<file path="config.mk">
export PLATFORM = sky130hd
export DESIGN_NAME = dcache_mshr
export DESIGN_NICKNAME = d
export VERILOG_FILES = /design/src/dcache_pkg.sv /design/src/mshr_iss.sv /design/src/mshr_ctrl.sv /design/src/mem_wb_master.sv /design/src/dcache_mshr.sv
export VERILOG_INCLUDE_DIRS = /design/src
export SDC_FILE = /design/constraint.sdc
export NUM_CORES = 1
export LEC_CHECK = 0
export BUFFER_PORTS_ARGS = -buffer_cell sky130_fd_sc_hd__buf_4
export CAP_MARGIN = 5
export CORE_ASPECT_RATIO = 1.75
export CORE_MARGIN = 5
export CORE_UTILIZATION = 58
export DETAILED_ROUTE_END_ITERATION = 6
export PLACE_DENSITY_LB_ADDON = 0.1
export SLEW_MARGIN = 0
export SYNTH_ARGS = -nofsm -noshare
export SYNTH_HDL_FRONTEND = slang
export SYNTH_SLANG_ARGS = --single-unit
</file>
<file path="constraint.sdc">
create_clock -name clk -period 4.7 [get_ports clk]
set_input_delay 0.235 -clock clk [delete_from_list [all_inputs] [get_ports clk]]
set_output_delay 0.235 -clock clk [all_outputs]
set_load 0.02 [all_outputs]
</file>
<file path="src/dcache_config.svh">
// --------------------
// size macros for the data cache miss handling path
// include in every module that sizes a port or a buffer
// --------------------

`ifndef DCACHE_CONFIG_SVH
`define DCACHE_CONFIG_SVH

// address split and data word
`define DCACHE_TAG_W   8
`define DCACHE_IDX_W   4
`define DCACHE_WORD_W  32

// byte lanes of one word
`define DCACHE_SEL_W   (`DCACHE_WORD_W / 8)

// MSHR count must stay a power of two
`define MSHR_NUM       4
`define MSHR_IDX_W     2

// memory word address is tag over index
`define MEM_ADR_W      (`DCACHE_TAG_W + `DCACHE_IDX_W)

`endif

</file>
<file path="src/dcache_pkg.sv">
// --------------------
// shared types of the miss handling path
// import inside a module body, use scoped names in port lists
// --------------------

`default_nettype none

package dcache_pkg;

	// kind of miss held in an entry
	// MSG_NONE marks an empty slot
	typedef enum logic [1:0] {
		MSG_NONE  = 2'b00,
		MSG_LOAD  = 2'b01,
		MSG_STORE = 2'b10
	} message_t;

	// controller FSM
	typedef enum logic {
		ST_IDLE = 1'b0,
		ST_BUS  = 1'b1
	} mshr_state_t;

endpackage : dcache_pkg

`default_nettype wire

</file>
<file path="src/mshr_iss.sv">
// --------------------
// MSHR issue queue
// misses are written at the tail and leave from the head in order
// the load queue probes all waiting entries by tag and index
// --------------------

`default_nettype none

`include "dcache_config.svh"

module mshr_iss (
	input  wire                         clk,
	input  wire                         rst,

	// allocation
	input  wire                         alloc_en_i,
	input  wire [`DCACHE_TAG_W-1:0]     alloc_tag_i,
	input  wire [`DCACHE_IDX_W-1:0]     alloc_idx_i,
	input  wire [`DCACHE_WORD_W-1:0]    alloc_data_i,
	input  wire dcache_pkg::message_t   alloc_message_i,

	// retire of the head entry
	input  wire                         ack_i,

	// load queue probe
	input  wire [`DCACHE_TAG_W-1:0]     lq_tag_i,
	input  wire [`DCACHE_IDX_W-1:0]     lq_idx_i,

	// head entry towards the bus master
	output logic                        head_vld_o,
	output logic [`DCACHE_TAG_W-1:0]    head_tag_o,
	output logic [`DCACHE_IDX_W-1:0]    head_idx_o,
	output logic [`DCACHE_WORD_W-1:0]   head_data_o,
	output dcache_pkg::message_t        head_message_o,
	output logic [`MSHR_IDX_W-1:0]      head_slot_o,

	// probe result
	output logic                        lq_hit_o,
	output logic [`DCACHE_WORD_W-1:0]   lq_hit_data_o,
	output dcache_pkg::message_t        lq_hit_message_o,

	output logic                        full_o
);

	import dcache_pkg::*;

	// entry storage
	logic [`MSHR_NUM-1:0]        vld_r;
	logic [`DCACHE_TAG_W-1:0]    tag_r     [`MSHR_NUM];
	logic [`DCACHE_IDX_W-1:0]    idx_r     [`MSHR_NUM];
	logic [`DCACHE_WORD_W-1:0]   data_r    [`MSHR_NUM];
	message_t                    message_r [`MSHR_NUM];

	// pointers, top bit is the wrap bit
	logic [`MSHR_IDX_W:0]        head_ptr_r;
	logic [`MSHR_IDX_W:0]        tail_ptr_r;
	logic [`MSHR_IDX_W-1:0]      head_slot;
	logic [`MSHR_IDX_W-1:0]      tail_slot;
	logic                        same_slot;
	logic                        same_wrap;

	// slot visited by the probe scan
	logic [`MSHR_IDX_W-1:0]      probe_slot;

	assign head_slot = head_ptr_r[`MSHR_IDX_W-1:0];
	assign tail_slot = tail_ptr_r[`MSHR_IDX_W-1:0];
	assign same_slot = (head_slot == tail_slot);
	assign same_wrap = (head_ptr_r[`MSHR_IDX_W] == tail_ptr_r[`MSHR_IDX_W]);

	// same slot on different laps
	assign full_o = same_slot && !same_wrap;

	// --------------------
	// head entry
	// --------------------
	assign head_vld_o     = vld_r[head_slot];
	assign head_tag_o     = tag_r[head_slot];
	assign head_idx_o     = idx_r[head_slot];
	assign head_data_o    = data_r[head_slot];
	assign head_message_o = vld_r[head_slot] ? message_r[head_slot] : MSG_NONE;
	assign head_slot_o    = head_slot;

	// --------------------
	// probe
	// --------------------
	// walk from head towards tail so the youngest match is written last
	always_comb begin
		lq_hit_o         = 1'b0;
		lq_hit_data_o    = '0;
		lq_hit_message_o = MSG_NONE;
		probe_slot       = head_slot;
		for (int k = 0; k < `MSHR_NUM; k++) begin
			probe_slot = head_slot + `MSHR_IDX_W'(k);
			if (vld_r[probe_slot] && (tag_r[probe_slot] == lq_tag_i) &&
					(idx_r[probe_slot] == lq_idx_i)) begin
				lq_hit_o         = 1'b1;
				lq_hit_data_o    = data_r[probe_slot];
				lq_hit_message_o = message_r[probe_slot];
			end
		end
	end

	// --------------------
	// pointers and valid bits
	// --------------------
	always_ff @(posedge clk) begin
		if (rst) begin
			head_ptr_r <= '0;
			tail_ptr_r <= '0;
		end else begin
			if (alloc_en_i) begin
				tail_ptr_r <= tail_ptr_r + 1'b1;
			end
			if (ack_i) begin
				head_ptr_r <= head_ptr_r + 1'b1;
			end
		end
	end

	// alloc and ack never hit the same slot, the queue is not full on alloc
	always_ff @(posedge clk) begin
		if (rst) begin
			vld_r <= '0;
		end else begin
			if (alloc_en_i) begin
				vld_r[tail_slot] <= 1'b1;
			end
			if (ack_i) begin
				vld_r[head_slot] <= 1'b0;
			end
		end
	end

	// entry payload
	always_ff @(posedge clk) begin
		if (alloc_en_i) begin
			tag_r[tail_slot]     <= alloc_tag_i;
			idx_r[tail_slot]     <= alloc_idx_i;
			data_r[tail_slot]    <= alloc_data_i;
			message_r[tail_slot] <= alloc_message_i;
		end
	end

	// --------------------
	// checks
	// --------------------
	// the controller must hold off allocation while every slot is taken
	assert property (@(posedge clk) disable iff (rst) alloc_en_i |-> !full_o)
		else $error("mshr_iss: allocation into a full queue");

	// retire only ever follows a transfer of a live head entry
	assert property (@(posedge clk) disable iff (rst) ack_i |-> vld_r[head_slot])
		else $error("mshr_iss: ack with an empty head entry");

endmodule : mshr_iss

`default_nettype wire

</file>
<file path="src/mshr_ctrl.sv">
// --------------------
// MSHR controller
// grants allocation, starts one bus transfer at a time
// and retires the head entry when the transfer completes
// --------------------

`default_nettype none

module mshr_ctrl (
	input  wire   clk,
	input  wire   rst,

	// cache request handshake
	input  wire   req_valid_i,
	output logic  req_ready_o,

	// queue status
	input  wire   full_i,
	input  wire   head_vld_i,

	// bus master status
	input  wire   bus_done_i,

	// controls
	output logic  alloc_en_o,
	output logic  issue_start_o,
	output logic  ack_pop_o
);

	import dcache_pkg::*;

	mshr_state_t  state_r;
	mshr_state_t  state_nxt;

	// --------------------
	// allocation
	// --------------------
	// ready only depends on free slots
	assign req_ready_o = !full_i;
	assign alloc_en_o  = req_valid_i && !full_i;

	// --------------------
	// FSM
	// --------------------
	assign issue_start_o = (state_r == ST_IDLE) && head_vld_i;
	assign ack_pop_o     = (state_r == ST_BUS) && bus_done_i;

	always_comb begin
		state_nxt = state_r;
		case (state_r)
			ST_IDLE: begin
				if (issue_start_o) begin
					state_nxt = ST_BUS;
				end
			end
			ST_BUS: begin
				// back to idle on the ack edge
				if (bus_done_i) begin
					state_nxt = ST_IDLE;
				end
			end
			default: begin
				state_nxt = ST_IDLE;
			end
		endcase
	end

	always_ff @(posedge clk) begin
		if (rst) begin
			state_r <= ST_IDLE;
		end else begin
			state_r <= state_nxt;
		end
	end

	// --------------------
	// checks
	// --------------------
	// the master only reports completion of a transfer this FSM started
	assert property (@(posedge clk) disable iff (rst) bus_done_i |-> (state_r == ST_BUS))
		else $error("mshr_ctrl: bus completion outside of a transfer");

endmodule : mshr_ctrl

`default_nettype wire

</file>
<file path="src/mem_wb_master.sv">
// --------------------
// Wishbone classic master for the MSHR queue
// holds one transfer on the bus until ack
// and turns the ack into a one cycle response
// --------------------

`default_nettype none

`include "dcache_config.svh"

module mem_wb_master (
	input  wire                          clk,
	input  wire                          rst,

	// transfer request from the head entry
	input  wire                          issue_start_i,
	input  wire [`DCACHE_TAG_W-1:0]      head_tag_i,
	input  wire [`DCACHE_IDX_W-1:0]      head_idx_i,
	input  wire [`DCACHE_WORD_W-1:0]     head_data_i,
	input  wire dcache_pkg::message_t    head_message_i,
	input  wire [`MSHR_IDX_W-1:0]        head_slot_i,

	// Wishbone
	output logic                         wb_cyc_o,
	output logic                         wb_stb_o,
	output logic                         wb_we_o,
	output logic [`MEM_ADR_W-1:0]        wb_adr_o,
	output logic [`DCACHE_WORD_W-1:0]    wb_dat_o,
	output logic [`DCACHE_SEL_W-1:0]     wb_sel_o,
	input  wire  [`DCACHE_WORD_W-1:0]    wb_dat_i,
	input  wire                          wb_ack_i,

	output logic                         bus_done_o,

	// response to the cache
	output logic                         resp_valid_o,
	output logic [`DCACHE_WORD_W-1:0]    resp_data_o,
	output dcache_pkg::message_t         resp_message_o,
	output logic [`MSHR_IDX_W-1:0]       resp_slot_o
);

	import dcache_pkg::*;

	// transfer in flight
	logic                        cyc_r;
	logic                        stb_r;
	logic                        we_r;
	logic [`MEM_ADR_W-1:0]       adr_r;
	logic [`DCACHE_WORD_W-1:0]   dat_r;
	message_t                    msg_r;
	logic [`MSHR_IDX_W-1:0]      slot_r;

	// ack only counts inside an open cycle
	assign bus_done_o = cyc_r && wb_ack_i;

	assign wb_cyc_o = cyc_r;
	assign wb_stb_o = stb_r;
	assign wb_we_o  = we_r;
	assign wb_adr_o = adr_r;
	assign wb_dat_o = dat_r;
	assign wb_sel_o = '1;

	// --------------------
	// bus control
	// --------------------
	always_ff @(posedge clk) begin
		if (rst) begin
			cyc_r <= 1'b0;
			stb_r <= 1'b0;
			we_r  <= 1'b0;
		end else if (issue_start_i) begin
			cyc_r <= 1'b1;
			stb_r <= 1'b1;
			we_r  <= (head_message_i == MSG_STORE);
		end else if (bus_done_o) begin
			cyc_r <= 1'b0;
			stb_r <= 1'b0;
			we_r  <= 1'b0;
		end
	end

	// address is tag over index
	always_ff @(posedge clk) begin
		if (issue_start_i) begin
			adr_r  <= {head_tag_i, head_idx_i};
			dat_r  <= head_data_i;
			msg_r  <= head_message_i;
			slot_r <= head_slot_i;
		end
	end

	// --------------------
	// response
	// --------------------
	always_ff @(posedge clk) begin
		if (rst) begin
			resp_valid_o <= 1'b0;
		end else begin
			resp_valid_o <= bus_done_o;
		end
	end

	// stores read back zero from the slave
	always_ff @(posedge clk) begin
		if (bus_done_o) begin
			resp_data_o    <= wb_dat_i;
			resp_message_o <= msg_r;
			resp_slot_o    <= slot_r;
		end
	end

	// --------------------
	// checks
	// --------------------
	// a new transfer only starts once the previous cycle has closed
	assert property (@(posedge clk) disable iff (rst) issue_start_i |-> !cyc_r)
		else $error("mem_wb_master: transfer started over an open cycle");

endmodule : mem_wb_master

`default_nettype wire

</file>
<file path="src/dcache_mshr.sv">
// --------------------
// top of the data cache miss handling path
// cache request and response ports, load queue probe
// and a Wishbone classic master towards memory
// --------------------

`default_nettype none

`include "dcache_config.svh"

module dcache_mshr (
	input  wire                          clk,
	input  wire                          rst,

	// miss requests from the cache
	input  wire                          req_valid_i,
	output logic                         req_ready_o,
	input  wire [`DCACHE_TAG_W-1:0]      req_tag_i,
	input  wire [`DCACHE_IDX_W-1:0]      req_idx_i,
	input  wire [`DCACHE_WORD_W-1:0]     req_data_i,
	input  wire dcache_pkg::message_t    req_message_i,

	// load queue probe
	input  wire [`DCACHE_TAG_W-1:0]      lq_tag_i,
	input  wire [`DCACHE_IDX_W-1:0]      lq_idx_i,
	output logic                         lq_hit_o,
	output logic [`DCACHE_WORD_W-1:0]    lq_hit_data_o,
	output dcache_pkg::message_t         lq_hit_message_o,

	// responses back to the cache
	output logic                         resp_valid_o,
	output logic [`DCACHE_WORD_W-1:0]    resp_data_o,
	output dcache_pkg::message_t         resp_message_o,
	output logic [`MSHR_IDX_W-1:0]       resp_slot_o,

	// Wishbone classic master
	output logic                         wb_cyc_o,
	output logic                         wb_stb_o,
	output logic                         wb_we_o,
	output logic [`MEM_ADR_W-1:0]        wb_adr_o,
	output logic [`DCACHE_WORD_W-1:0]    wb_dat_o,
	output logic [`DCACHE_SEL_W-1:0]     wb_sel_o,
	input  wire  [`DCACHE_WORD_W-1:0]    wb_dat_i,
	input  wire                          wb_ack_i
);

	import dcache_pkg::*;

	// controller outputs
	logic                        alloc_en;
	logic                        issue_start;
	logic                        ack_pop;

	// queue status and head entry
	logic                        full;
	logic                        head_vld;
	logic [`DCACHE_TAG_W-1:0]    head_tag;
	logic [`DCACHE_IDX_W-1:0]    head_idx;
	logic [`DCACHE_WORD_W-1:0]   head_data;
	message_t                    head_message;
	logic [`MSHR_IDX_W-1:0]      head_slot;

	logic                        bus_done;

	mshr_ctrl i_mshr_ctrl (
		.clk           (clk),
		.rst           (rst),
		.req_valid_i   (req_valid_i),
		.req_ready_o   (req_ready_o),
		.full_i        (full),
		.head_vld_i    (head_vld),
		.bus_done_i    (bus_done),
		.alloc_en_o    (alloc_en),
		.issue_start_o (issue_start),
		.ack_pop_o     (ack_pop)
	);

	mshr_iss i_mshr_iss (
		.clk              (clk),
		.rst              (rst),
		.alloc_en_i       (alloc_en),
		.alloc_tag_i      (req_tag_i),
		.alloc_idx_i      (req_idx_i),
		.alloc_data_i     (req_data_i),
		.alloc_message_i  (req_message_i),
		.ack_i            (ack_pop),
		.lq_tag_i         (lq_tag_i),
		.lq_idx_i         (lq_idx_i),
		.head_vld_o       (head_vld),
		.head_tag_o       (head_tag),
		.head_idx_o       (head_idx),
		.head_data_o      (head_data),
		.head_message_o   (head_message),
		.head_slot_o      (head_slot),
		.lq_hit_o         (lq_hit_o),
		.lq_hit_data_o    (lq_hit_data_o),
		.lq_hit_message_o (lq_hit_message_o),
		.full_o           (full)
	);

	mem_wb_master i_mem_wb_master (
		.clk            (clk),
		.rst            (rst),
		.issue_start_i  (issue_start),
		.head_tag_i     (head_tag),
		.head_idx_i     (head_idx),
		.head_data_i    (head_data),
		.head_message_i (head_message),
		.head_slot_i    (head_slot),
		.wb_cyc_o       (wb_cyc_o),
		.wb_stb_o       (wb_stb_o),
		.wb_we_o        (wb_we_o),
		.wb_adr_o       (wb_adr_o),
		.wb_dat_o       (wb_dat_o),
		.wb_sel_o       (wb_sel_o),
		.wb_dat_i       (wb_dat_i),
		.wb_ack_i       (wb_ack_i),
		.bus_done_o     (bus_done),
		.resp_valid_o   (resp_valid_o),
		.resp_data_o    (resp_data_o),
		.resp_message_o (resp_message_o),
		.resp_slot_o    (resp_slot_o)
	);

endmodule : dcache_mshr

`default_nettype wire

</file>
# Word level (Yosys, flattened, before mapping)
# Memories as Yosys holds them, arrays and structs flattened. A register that Yosys moved wholly into a read port is not among the register bits.
# Cells that the tools add are included.
[word_totals]
regBits = 98
ramBits = 184
inputBits = 94
out_inout_bits = 124
memories = 4
[memory_table]
columns = ["name", "words", "word_bits", "read_ports", "rd_ports_with_merged_regs", "wr", "line_no", "text"]
rows = [
  ["i_mshr_iss.data_r", 4, 32, 4, 1, 1, "mshr_iss.sv:51", "logic [`DCACHE_WORD_W-1:0] data_r [`MSHR_NUM];"],
  ["i_mshr_iss.tag_r", 4, 8, 4, 1, 1, "mshr_iss.sv:49", "logic [`DCACHE_TAG_W-1:0] tag_r [`MSHR_NUM];"],
  ["i_mshr_iss.idx_r", 4, 4, 4, 1, 1, "mshr_iss.sv:50", "logic [`DCACHE_IDX_W-1:0] idx_r [`MSHR_NUM];"],
  ["i_mshr_iss.message_r", 4, 2, 4, 1, 1, "mshr_iss.sv:52", "message_t message_r [`MSHR_NUM];"],
]
[classes]
addsub = 5
n_lt_le_gt_ge = 7
n_eq_ne = 11
mux = 44
bitwise_logic = 4
reduce_logical = 18
[ops]
columns = ["cell", "count"]
rows = [
  ["two-way mux 32 bit", 4],
  ["== test 8 bit", 4],
  ["two-way mux 2 bit", 13],
  ["two-way mux 1 bit", 17],
  ["== test 4 bit", 4],
  ["logical AND 1 bit", 15],
  ["less-than comparator 2 x 3 -> 1 bit (second input constant)", 5],
  ["two-way mux 4 bit", 3],
  ["binary-select mux 1 bit (select 2 bit)", 4],
  ["adder 3 x 1 -> 3 bit (second input constant)", 2],
  ["adder 2 bit (second input constant)", 2],
  ["AND 4 bit", 1],
  ["demux 1 bit (select 2 bit)", 2],
  ["greater-or-equal comparator 2 x 1 -> 1 bit (second input constant)", 2],
  ["NOT 4 bit", 1],
  ["OR 4 bit", 1],
  ["adder 2 x 1 -> 2 bit (second input constant)", 1],
  ["== test 2 bit", 1],
  ["== test 2 bit (second input constant)", 1],
  ["logical NOT 1 bit", 2],
  ["case mux 1 bit (2 select lines)", 1],
  ["nonzero test 2 bit", 1],
  ["== test 1 bit", 1],
  ["NOT 1 bit", 1],
]

# Depth between registers and ports, before layout
# Gate-level depths: netlist of the first run.
[logic_depth]
depth_word = 9
mapped_depth = 19
ltp_nobuf = 9

# By module
# A second synthesis of the first run with hierarchy kept.
[unflattened]
cells_unflattened = 942
area_unflattened_um2 = 15702.6
[by_module_without_submodules]
columns = ["module", "instances", "cells_per_inst", "area_per_inst_um2", "seq_area_each_um2"]
rows = [
  ["mshr_iss", 1, 833, 12967.4, 5765.5],
  ["mem_wb_master", 1, 102, 2673.8, 2582.5],
  ["mshr_ctrl", 1, 7, 61.3, 20.0],
]

# Worst setup path after synthesis of the first run
# OpenSTA, ideal clock, no wires.
[synth_timing]
path_kind = "register to output"
startpoint = "register i_mshr_iss.head_ptr_r[1]"
endpoint = "output port lq_hit_data_o[23]"
arrival_ns = 3.971
setup_slack_ns = 0.494
stages_incl_launch_ff = 18
path_buffers = 8
path_cell_list = "dfxtp_1 -> buf_4 -> buf_2 -> buf_4 -> clkbuf_1 -> inv_1 -> ha_1 -> buf_6 -> buf_6 -> mux4_2 -> xnor2_1 -> nor4_2 -> and4_1 -> buf_4 -> a21oi_2 -> buf_6 -> a211oi_1 -> o22a_1"
[synth_between]
elab_chain_len = 8
elab_cells_between_ends = 32
[synth_rtl]
columns = ["element", "line_no", "text"]
rows = [
  ["from (decl)", "mshr_iss.sv:55", "logic [`MSHR_IDX_W:0] head_ptr_r;"],
  ["from (signal assigned)", "mshr_iss.sv:115", "head_ptr_r <= head_ptr_r + 1'b1;"],
  ["adder 2 x 1 -> 2 bit / binary-select mux 1 bit (select 2 bit) (equally long branches)", "mshr_iss.sv:93, mshr_iss.sv:94", ""],
  ["memory read (4 x 8 bit), or another cell as far along", "--", ""],
  ["== test 8 bit, or another cell as far along", "mshr_iss.sv:94", "if (vld_r[probe_slot] && (tag_r[probe_slot] == lq_tag_i) &&"],
  ["logical AND 1 bit", "mshr_iss.sv:94", ""],
  ["logical AND 1 bit / two-way mux 32 bit (equally long branches)", "mshr_iss.sv:94", ""],
  ["two-way mux 32 bit (2 in a row)", "mshr_iss.sv:94", ""],
  ["two-way mux 32 bit *", "mshr_iss.sv:94", ""],
  ["to (decl)", "dcache_mshr.sv:27", "output logic [`DCACHE_WORD_W-1:0] lq_hit_data_o,"],
]
# Every way passes the cells marked *; elsewhere a longest branch is shown, timed or not. The select of a mux whose other input is x is not followed.

# Worst setup path in the final report of the first run
[layout_timing]
startpoint = "register i_mshr_iss.head_ptr_r[0]"
endpoint = "output port lq_hit_data_o[26]"
# The elaborated chain is that of the path after synthesis.

==> results_dict.tcl, run 1 <==
set metrics [dict create \
    required_ps 4470 \
    finalCritPeriodShare 0.964 \
    maxCapViolCount 0 \
    netlist_instances 950 \
    crit_type "register to output port" \
    cts_tree "yes" \
    drtIter0Drc 818 \
    die_h_um 226 \
    ys_ff_latch 284 \
    rr_endpoint "i_mshr_iss.vld_r[2]" \
    hold_violations 0 \
    synth_top_cell_area_share 0.518 \
    pre_cts_ws_ps 795 \
    finish.utilization 0.715 \
    grt_pass1_vias 10700 \
    port_buffers 213 \
    ys_seq_area_frac 0.539 \
    start_kind "register" \
    synth_edf_count 268 \
    finalWirelength_um 39900 \
    finalSetupViolCount 0 \
    cp.arrival_ps 4300 \
    fillers 1734 \
    status "complete, no violations" \
    post_cts_buffers 0 \
    worst_slew_pin_slew_ps 929 \
    antenna_found_initial 3 \
    hpwl_um 25500 \
    netlist-cell-type-count 48 \
    synthArstFlopShare 0 \
    p_leak_nw 6.25 \
    num_vias 10200 \
    holdPathStages 4 \
    peakVddDrop_uv 298 \
    hp-start "req_valid_i" \
    htreeDepth 1 \
    worst_slack_ps 169 \
    clk_pin_slew_ps 60 \
    track_usage 0.263 \
    slew-limit-headroom 0.381 \
    cts_resized 0 \
    area_growth_pct 22.0 \
    grt_max_degree 74 \
    ys.flop_type "edfxtp_1" \
    root_buffer "clkbuf_16" \
    yosys.area.top_type "edfxtp_1" \
    die_w_um 134 \
    avgSynthCellArea_um2 16.3 \
    hp-class "primary input to register" \
    finalMaxSlewViolations 0 \
    ys_warn_count 0 \
    wire_per_inst_um 25.6 \
    fp.dieArea_mm2 0.0303 \
    routabilityCongestion 0.899 \
    numCtsBuffers 27 \
    startpoint "i_mshr_iss.head_ptr_r[0]" \
    dp_cells 1427 \
    io-pin-count 218 \
    timing.rr.start "i_mshr_iss.head_ptr_r[0]" \
    hold_buffers 81 \
    endpoint "lq_hit_data_o[26]" \
    vias_per_cell 6.52 \
    grt_pass1_wl_um 60700 \
    nets 1315 \
    core_area_mm2 0.0265 \
    ant_nets 0 \
    setup.worst_path.end_class "output port" \
    drc_errors 0 \
    syn_area_mm2 0.0155 \
    stdcell_count 1560 \
    clk_latency_ps 550 \
    cts.sinks 284 \
    fmax_mhz 221 \
    fin_skew_ps 7.09 \
    grt_overflow 0 \
    min_period_ps 4530 \
    r2r_setup_slack_ps 1960 \
    power_density_mw_per_mm2 304 \
    clockBufferDepth 3 \
    ys_top_cells_by_area "edfxtp_1, mux4_2, xnor2_1" \
    critPathMaxFanout 69 \
    rows 79 \
    dr.pass1.iters 5 \
    start_util 0.586 \
    drive_gt1_frac 0.380 \
    r2r_cells 7 \
]
-- power breakdown --
| part | switching (mW) | leakage (nW) | internal (mW) |
|---|---|---|---|
| sequential | 0.0788 | 2.60 | 2.92 |
| clock | 0.918 | 0.392 | 1.16 |
| combinational | 0.342 | 3.26 | 0.325 |
-- area by class of cell --
cell class | instances | area, um2 | share of cell area
diodes | 3 | 7.51 | 0.000397
flip-flops and latches | 284 | 8380 | 0.443
repair buffers | 321 | 2640 | 0.139
multi-input cells | 538 | 6520 | 0.344
inverters | 41 | 154 | 0.00813
clock buffers | 33 | 698 | 0.0369
clock inverters | 16 | 135 | 0.00714
well taps | 324 | 405 | 0.0214
-- cells in the mapped netlist, types with 3 or more instances --
| cell | instances |
|---|---|
| edfxtp_1 | 268 |
| mux4_2 | 170 |
| xnor2_1 | 55 |
| nand3_1 | 42 |
| inv_1 | 41 |
| o21ai_0 | 39 |
| clkbuf_1 | 37 |
| a211oi_1 | 36 |
| o22a_1 | 33 |
| mux2i_1 | 29 |
| o21ai_1 | 29 |
| buf_2 | 21 |
| nor2_1 | 21 |
| dfxtp_1 | 16 |
| buf_4 | 13 |
| buf_6 | 10 |
| ha_1 | 8 |
| xor2_1 | 8 |
| and3_1 | 6 |
| buf_1 | 6 |
| nand2_1 | 6 |
| nand4_1 | 6 |
| a21oi_1 | 5 |
| mux2_2 | 4 |
| nand2b_1 | 4 |
| nor3_1 | 4 |
| and2_1 | 3 |
| buf_12 | 3 |
-- logic make-up (layout without fill, tap and decap cells) --
kind of cell,count (synthesis),after routing,synth area share
xor+xnor,63,63,0.0355
other cells,1,7,0.000242
fa+ha+maj,8,8,0.00645
flops,284,284,0.539
simple gates,101,101,0.0340
mux,205,205,0.272
buf+inv,131,411,0.0445
compound gates,157,157,0.0687
-- critical path, stage by stage (launching register included) --
cell and delay (ps):
dfxtp_4 360, inv_1 70, ha_4 480, buf_4 320, mux2i_1 260, nor2_1 60, a2111oi_0 360, o2111ai_1 170
or4_2 620, buf_4 370, o21ai_1 280, o22a_1 200, buf_4 140
-- layer usage --
| metal | global-route usage | up-vias | share of wire |
|---|---|---|---|
| met5 | 0 | - | 0 |
| met4 | 0.128 | 0 | 0.047 |
| met3 | 0.0309 | 102 | 0.064 |
| met2 | 0.497 | 450 | 0.56 |
| met1 | 0.292 | 5183 | 0.33 |
| li1 | - | 4439 | - |
-- cells in the final DEF (no fill, tap or decap), drive strengths merged, types with 36 or more instances in the layout --
| cell | netlist | layout |
|---|---|---|
| mux4 | 172 | 172 |
| dlygate4sd3 | 0 | 81 |
| buf | 53 | 240 |
| xnor2 | 55 | 55 |
| edfxtp | 268 | 268 |
| a211oi | 36 | 36 |
| inv | 41 | 42 |
| o21ai | 68 | 68 |
| nand3 | 42 | 42 |
-- worst min path at each step --
| stage | endpoint |
|---|---|
| 2_1_floorplan | i_mshr_iss.vld_r[0] |
| 3_3_place_gp | i_mem_wb_master.resp_message_o[1] |
| 3_5_place_dp | i_mem_wb_master.resp_message_o[0] |
| 4_1_cts | i_mshr_iss.tail_ptr_r[1] |
| 5_1_grt | i_mshr_iss.tail_ptr_r[1] |
| 6_report | i_mshr_iss.tail_ptr_r[1] |
-- metrics by stage --
step / hold slack, ps / TNS, ps / total power, mW / instance area (um2)
final: 138 / 0 / 5.75 / 18900
after global routing: 169 / -37.1 / 5.94 / 18900
after CTS: 116 / 0 / 5.78 / 18900
after detailed placement: 405 / 0 / 3.66 / 17300
after global placement: 408 / 0 / 3.65 / 17300
after floorplan: 308 / 0 / 3.40 / 15500
-- flip-flops by register name, summed over array words and instances, names as in the netlist, named ones only --
register / count
i_mshr_iss.data_r: 128
i_mem_wb_master.resp_data_o: 32
i_mem_wb_master.wb_dat_o: 32
i_mshr_iss.tag_r: 32
i_mshr_iss.idx_r: 16
i_mem_wb_master.wb_adr_o: 12
i_mshr_iss.message_r: 8
i_mshr_iss.vld_r: 4
i_mshr_iss.head_ptr_r: 3
i_mshr_iss.tail_ptr_r: 3
i_mem_wb_master.msg_r: 2
i_mem_wb_master.resp_message_o: 2
i_mem_wb_master.resp_slot_o: 2
i_mem_wb_master.slot_r: 2
i_mem_wb_master.resp_valid_o: 1
i_mem_wb_master.wb_stb_o: 1
i_mem_wb_master.wb_we_o: 1
i_mshr_ctrl.state_r: 1
Note: power is estimated with default switching activity, not from simulation.
==> inputs of run 2 (changes only) <==
- RECOVER_POWER: not set -> 50
==> run 2 against run 1 <==
Effect of this change: final cell count stayed put; final area is 2.6% lower; power is 0.90% lower; clock skew hardly changed; the flow now finishes with violations (max-capacitance violations, max-slew violations); worst hold slack hardly changed; via count is 0.45% higher; critical path depth stayed put; sequential share of layout area is 1.2 points higher; clock power hardly changed; combinational power is 7.9% lower.
==> results_dict.tcl, run 2 (synthesis gave the netlist of run 1 again) <==
set metrics [dict create \
    fin_skew_ps 6.62 \
    num_vias 10200 \
    cts.sinks 284 \
    drc_errors 0 \
    die_w_um 134 \
    htreeDepth 1 \
    finalWirelength_um 39800 \
    mostFrequentLayoutCell "edfxtp_1" \
    status "complete, but fails checks" \
    grt_overflow 0 \
    cp.arrival_ps 4290 \
    finish.utilization 0.696 \
    core_area_mm2 0.0265 \
    worst_slack_ps 178 \
    start_kind "register" \
    drive_gt1_frac 0.273 \
    numCtsBuffers 27 \
    critPathMaxFanout 69 \
    startpoint "i_mshr_iss.head_ptr_r[0]" \
    r2r_setup_slack_ps 1960 \
    ant_nets 0 \
    maxCapViolCount 1 \
    post_cts_buffers 0 \
    rr_endpoint "i_mshr_iss.vld_r[2]" \
    hpwl_um 25500 \
    crit_type "register to output port" \
    hp-class "primary input to register" \
    grt_pass1_vias 10700 \
    largest_reg_flops 128 \
    start_util 0.586 \
    vias_per_cell 6.55 \
    cts_tree "yes" \
    nets 1315 \
    clk_pin_slew_ps 60 \
    total_power_mw 5.70 \
    r2r_cells 7 \
    antenna_found_initial 3 \
    violations "max-capacitance violations, max-slew violations" \
    min_period_ps 4520 \
    rows 79 \
    port_buffers 213 \
    io-pin-count 218 \
    finalSetupViolCount 0 \
    drtIter0Drc 746 \
    pre_cts_ws_ps 795 \
    stdcell_count 1560 \
    peakVddDrop_uv 297 \
    setup.worst_path.end_class "output port" \
    clockBufferDepth 3 \
    clk_latency_ps 550 \
    grt_pass1_wl_um 60700 \
    final_cell_mix "edfxtp_1, mux4_2, clkbuf_1, dlygate4sd3_1, buf_4" \
    root_buffer "clkbuf_16" \
    power_density_mw_per_mm2 309 \
    slew-limit-headroom -0.350 \
    holdPathStages 4 \
    routabilityCongestion 0.899 \
    track_usage 0.263 \
    timing.rr.start "i_mshr_iss.head_ptr_r[0]" \
    finalMaxSlewViolations 37 \
    hold_end "i_mshr_iss.tail_ptr_r[1]" \
    fmax_mhz 221 \
    finalCritPeriodShare 0.962 \
    required_ps 4470 \
    dp_cells 1427 \
    grt_max_degree 74 \
    fp.dieArea_mm2 0.0303 \
    area_growth_pct 18.8 \
    worst_slew_pin_slew_ps 2030 \
    wire_per_inst_um 25.5 \
    p_leak_nw 5.77 \
    top_register "i_mshr_iss.data_r" \
    hp-start "req_valid_i" \
    dr.pass1.iters 5 \
    die_h_um 226 \
    hold_violations 0 \
]
[run 2: repair_timing]
action	in CTS	in global routing
gates resized for setup	0	0
hold buffers	81	0
setup endpoints to repair	0	0
hold endpoints to repair	232	0
[run 2: worst max-delay path: stages, from the launching register on]
cell and delay, ps:
dfxtp_4 360, inv_1 70, ha_4 480, buf_4 320, mux2i_1 260, nor2_1 60, a2111oi_0 360, o2111ai_1 170
or4_2 620, buf_4 370, o21ai_1 280, o22a_1 190, buf_4 140
[run 2: cell type report]
type                    count  area (um2)
repair buffers            321        2150
multi-input cells         538        6520
fillers                  1877        8050
clock buffers              33         698
clock inverters            16         135
diodes                      3        7.51
inverters                  41         154
flip-flops and latches    284        8380
well taps                 324         405
[run 2: power by group]
group | internal [mW] | switching [mW] | leakage, nW | total, mW
sequential | 2.92 | 0.0775 | 2.60 | 3.00
combinational | 0.274 | 0.341 | 2.78 | 0.614
clock | 1.16 | 0.920 | 0.392 | 2.08
total | 4.36 | 1.34 | 5.77 | 5.70
[run 2: through the flow]
step	setup TNS (ps)	area (um2)	hold WS, ps
after detailed placement	0	17300	405
after global routing	-44.1	18400	169
after global placement	0	17300	408
final	0	18400	138
after CTS	0	18900	116
after floorplan	0	15500	308
[run 2: how the worst max path moves through the flow]
stage,to,slack [ps]
4_1_cts,lq_hit_data_o[26],180
3_5_place_dp,lq_hit_data_o[26],790
3_3_place_gp,lq_hit_message_o[1],800
2_1_floorplan,lq_hit_data_o[23],490
5_1_grt,lq_hit_data_o[26],-40
6_report,lq_hit_data_o[26],180
[run 2: layer usage]
metal / global-route usage / up-vias / wire length [um]
met1: 0.292 / 5224 / 13300
li1: - / 4430 / -
met2: 0.497 / 454 / 22100
met5: 0 / - / 0
met4: 0.128 / 0 / 1960
met3: 0.0309 / 112 / 2430
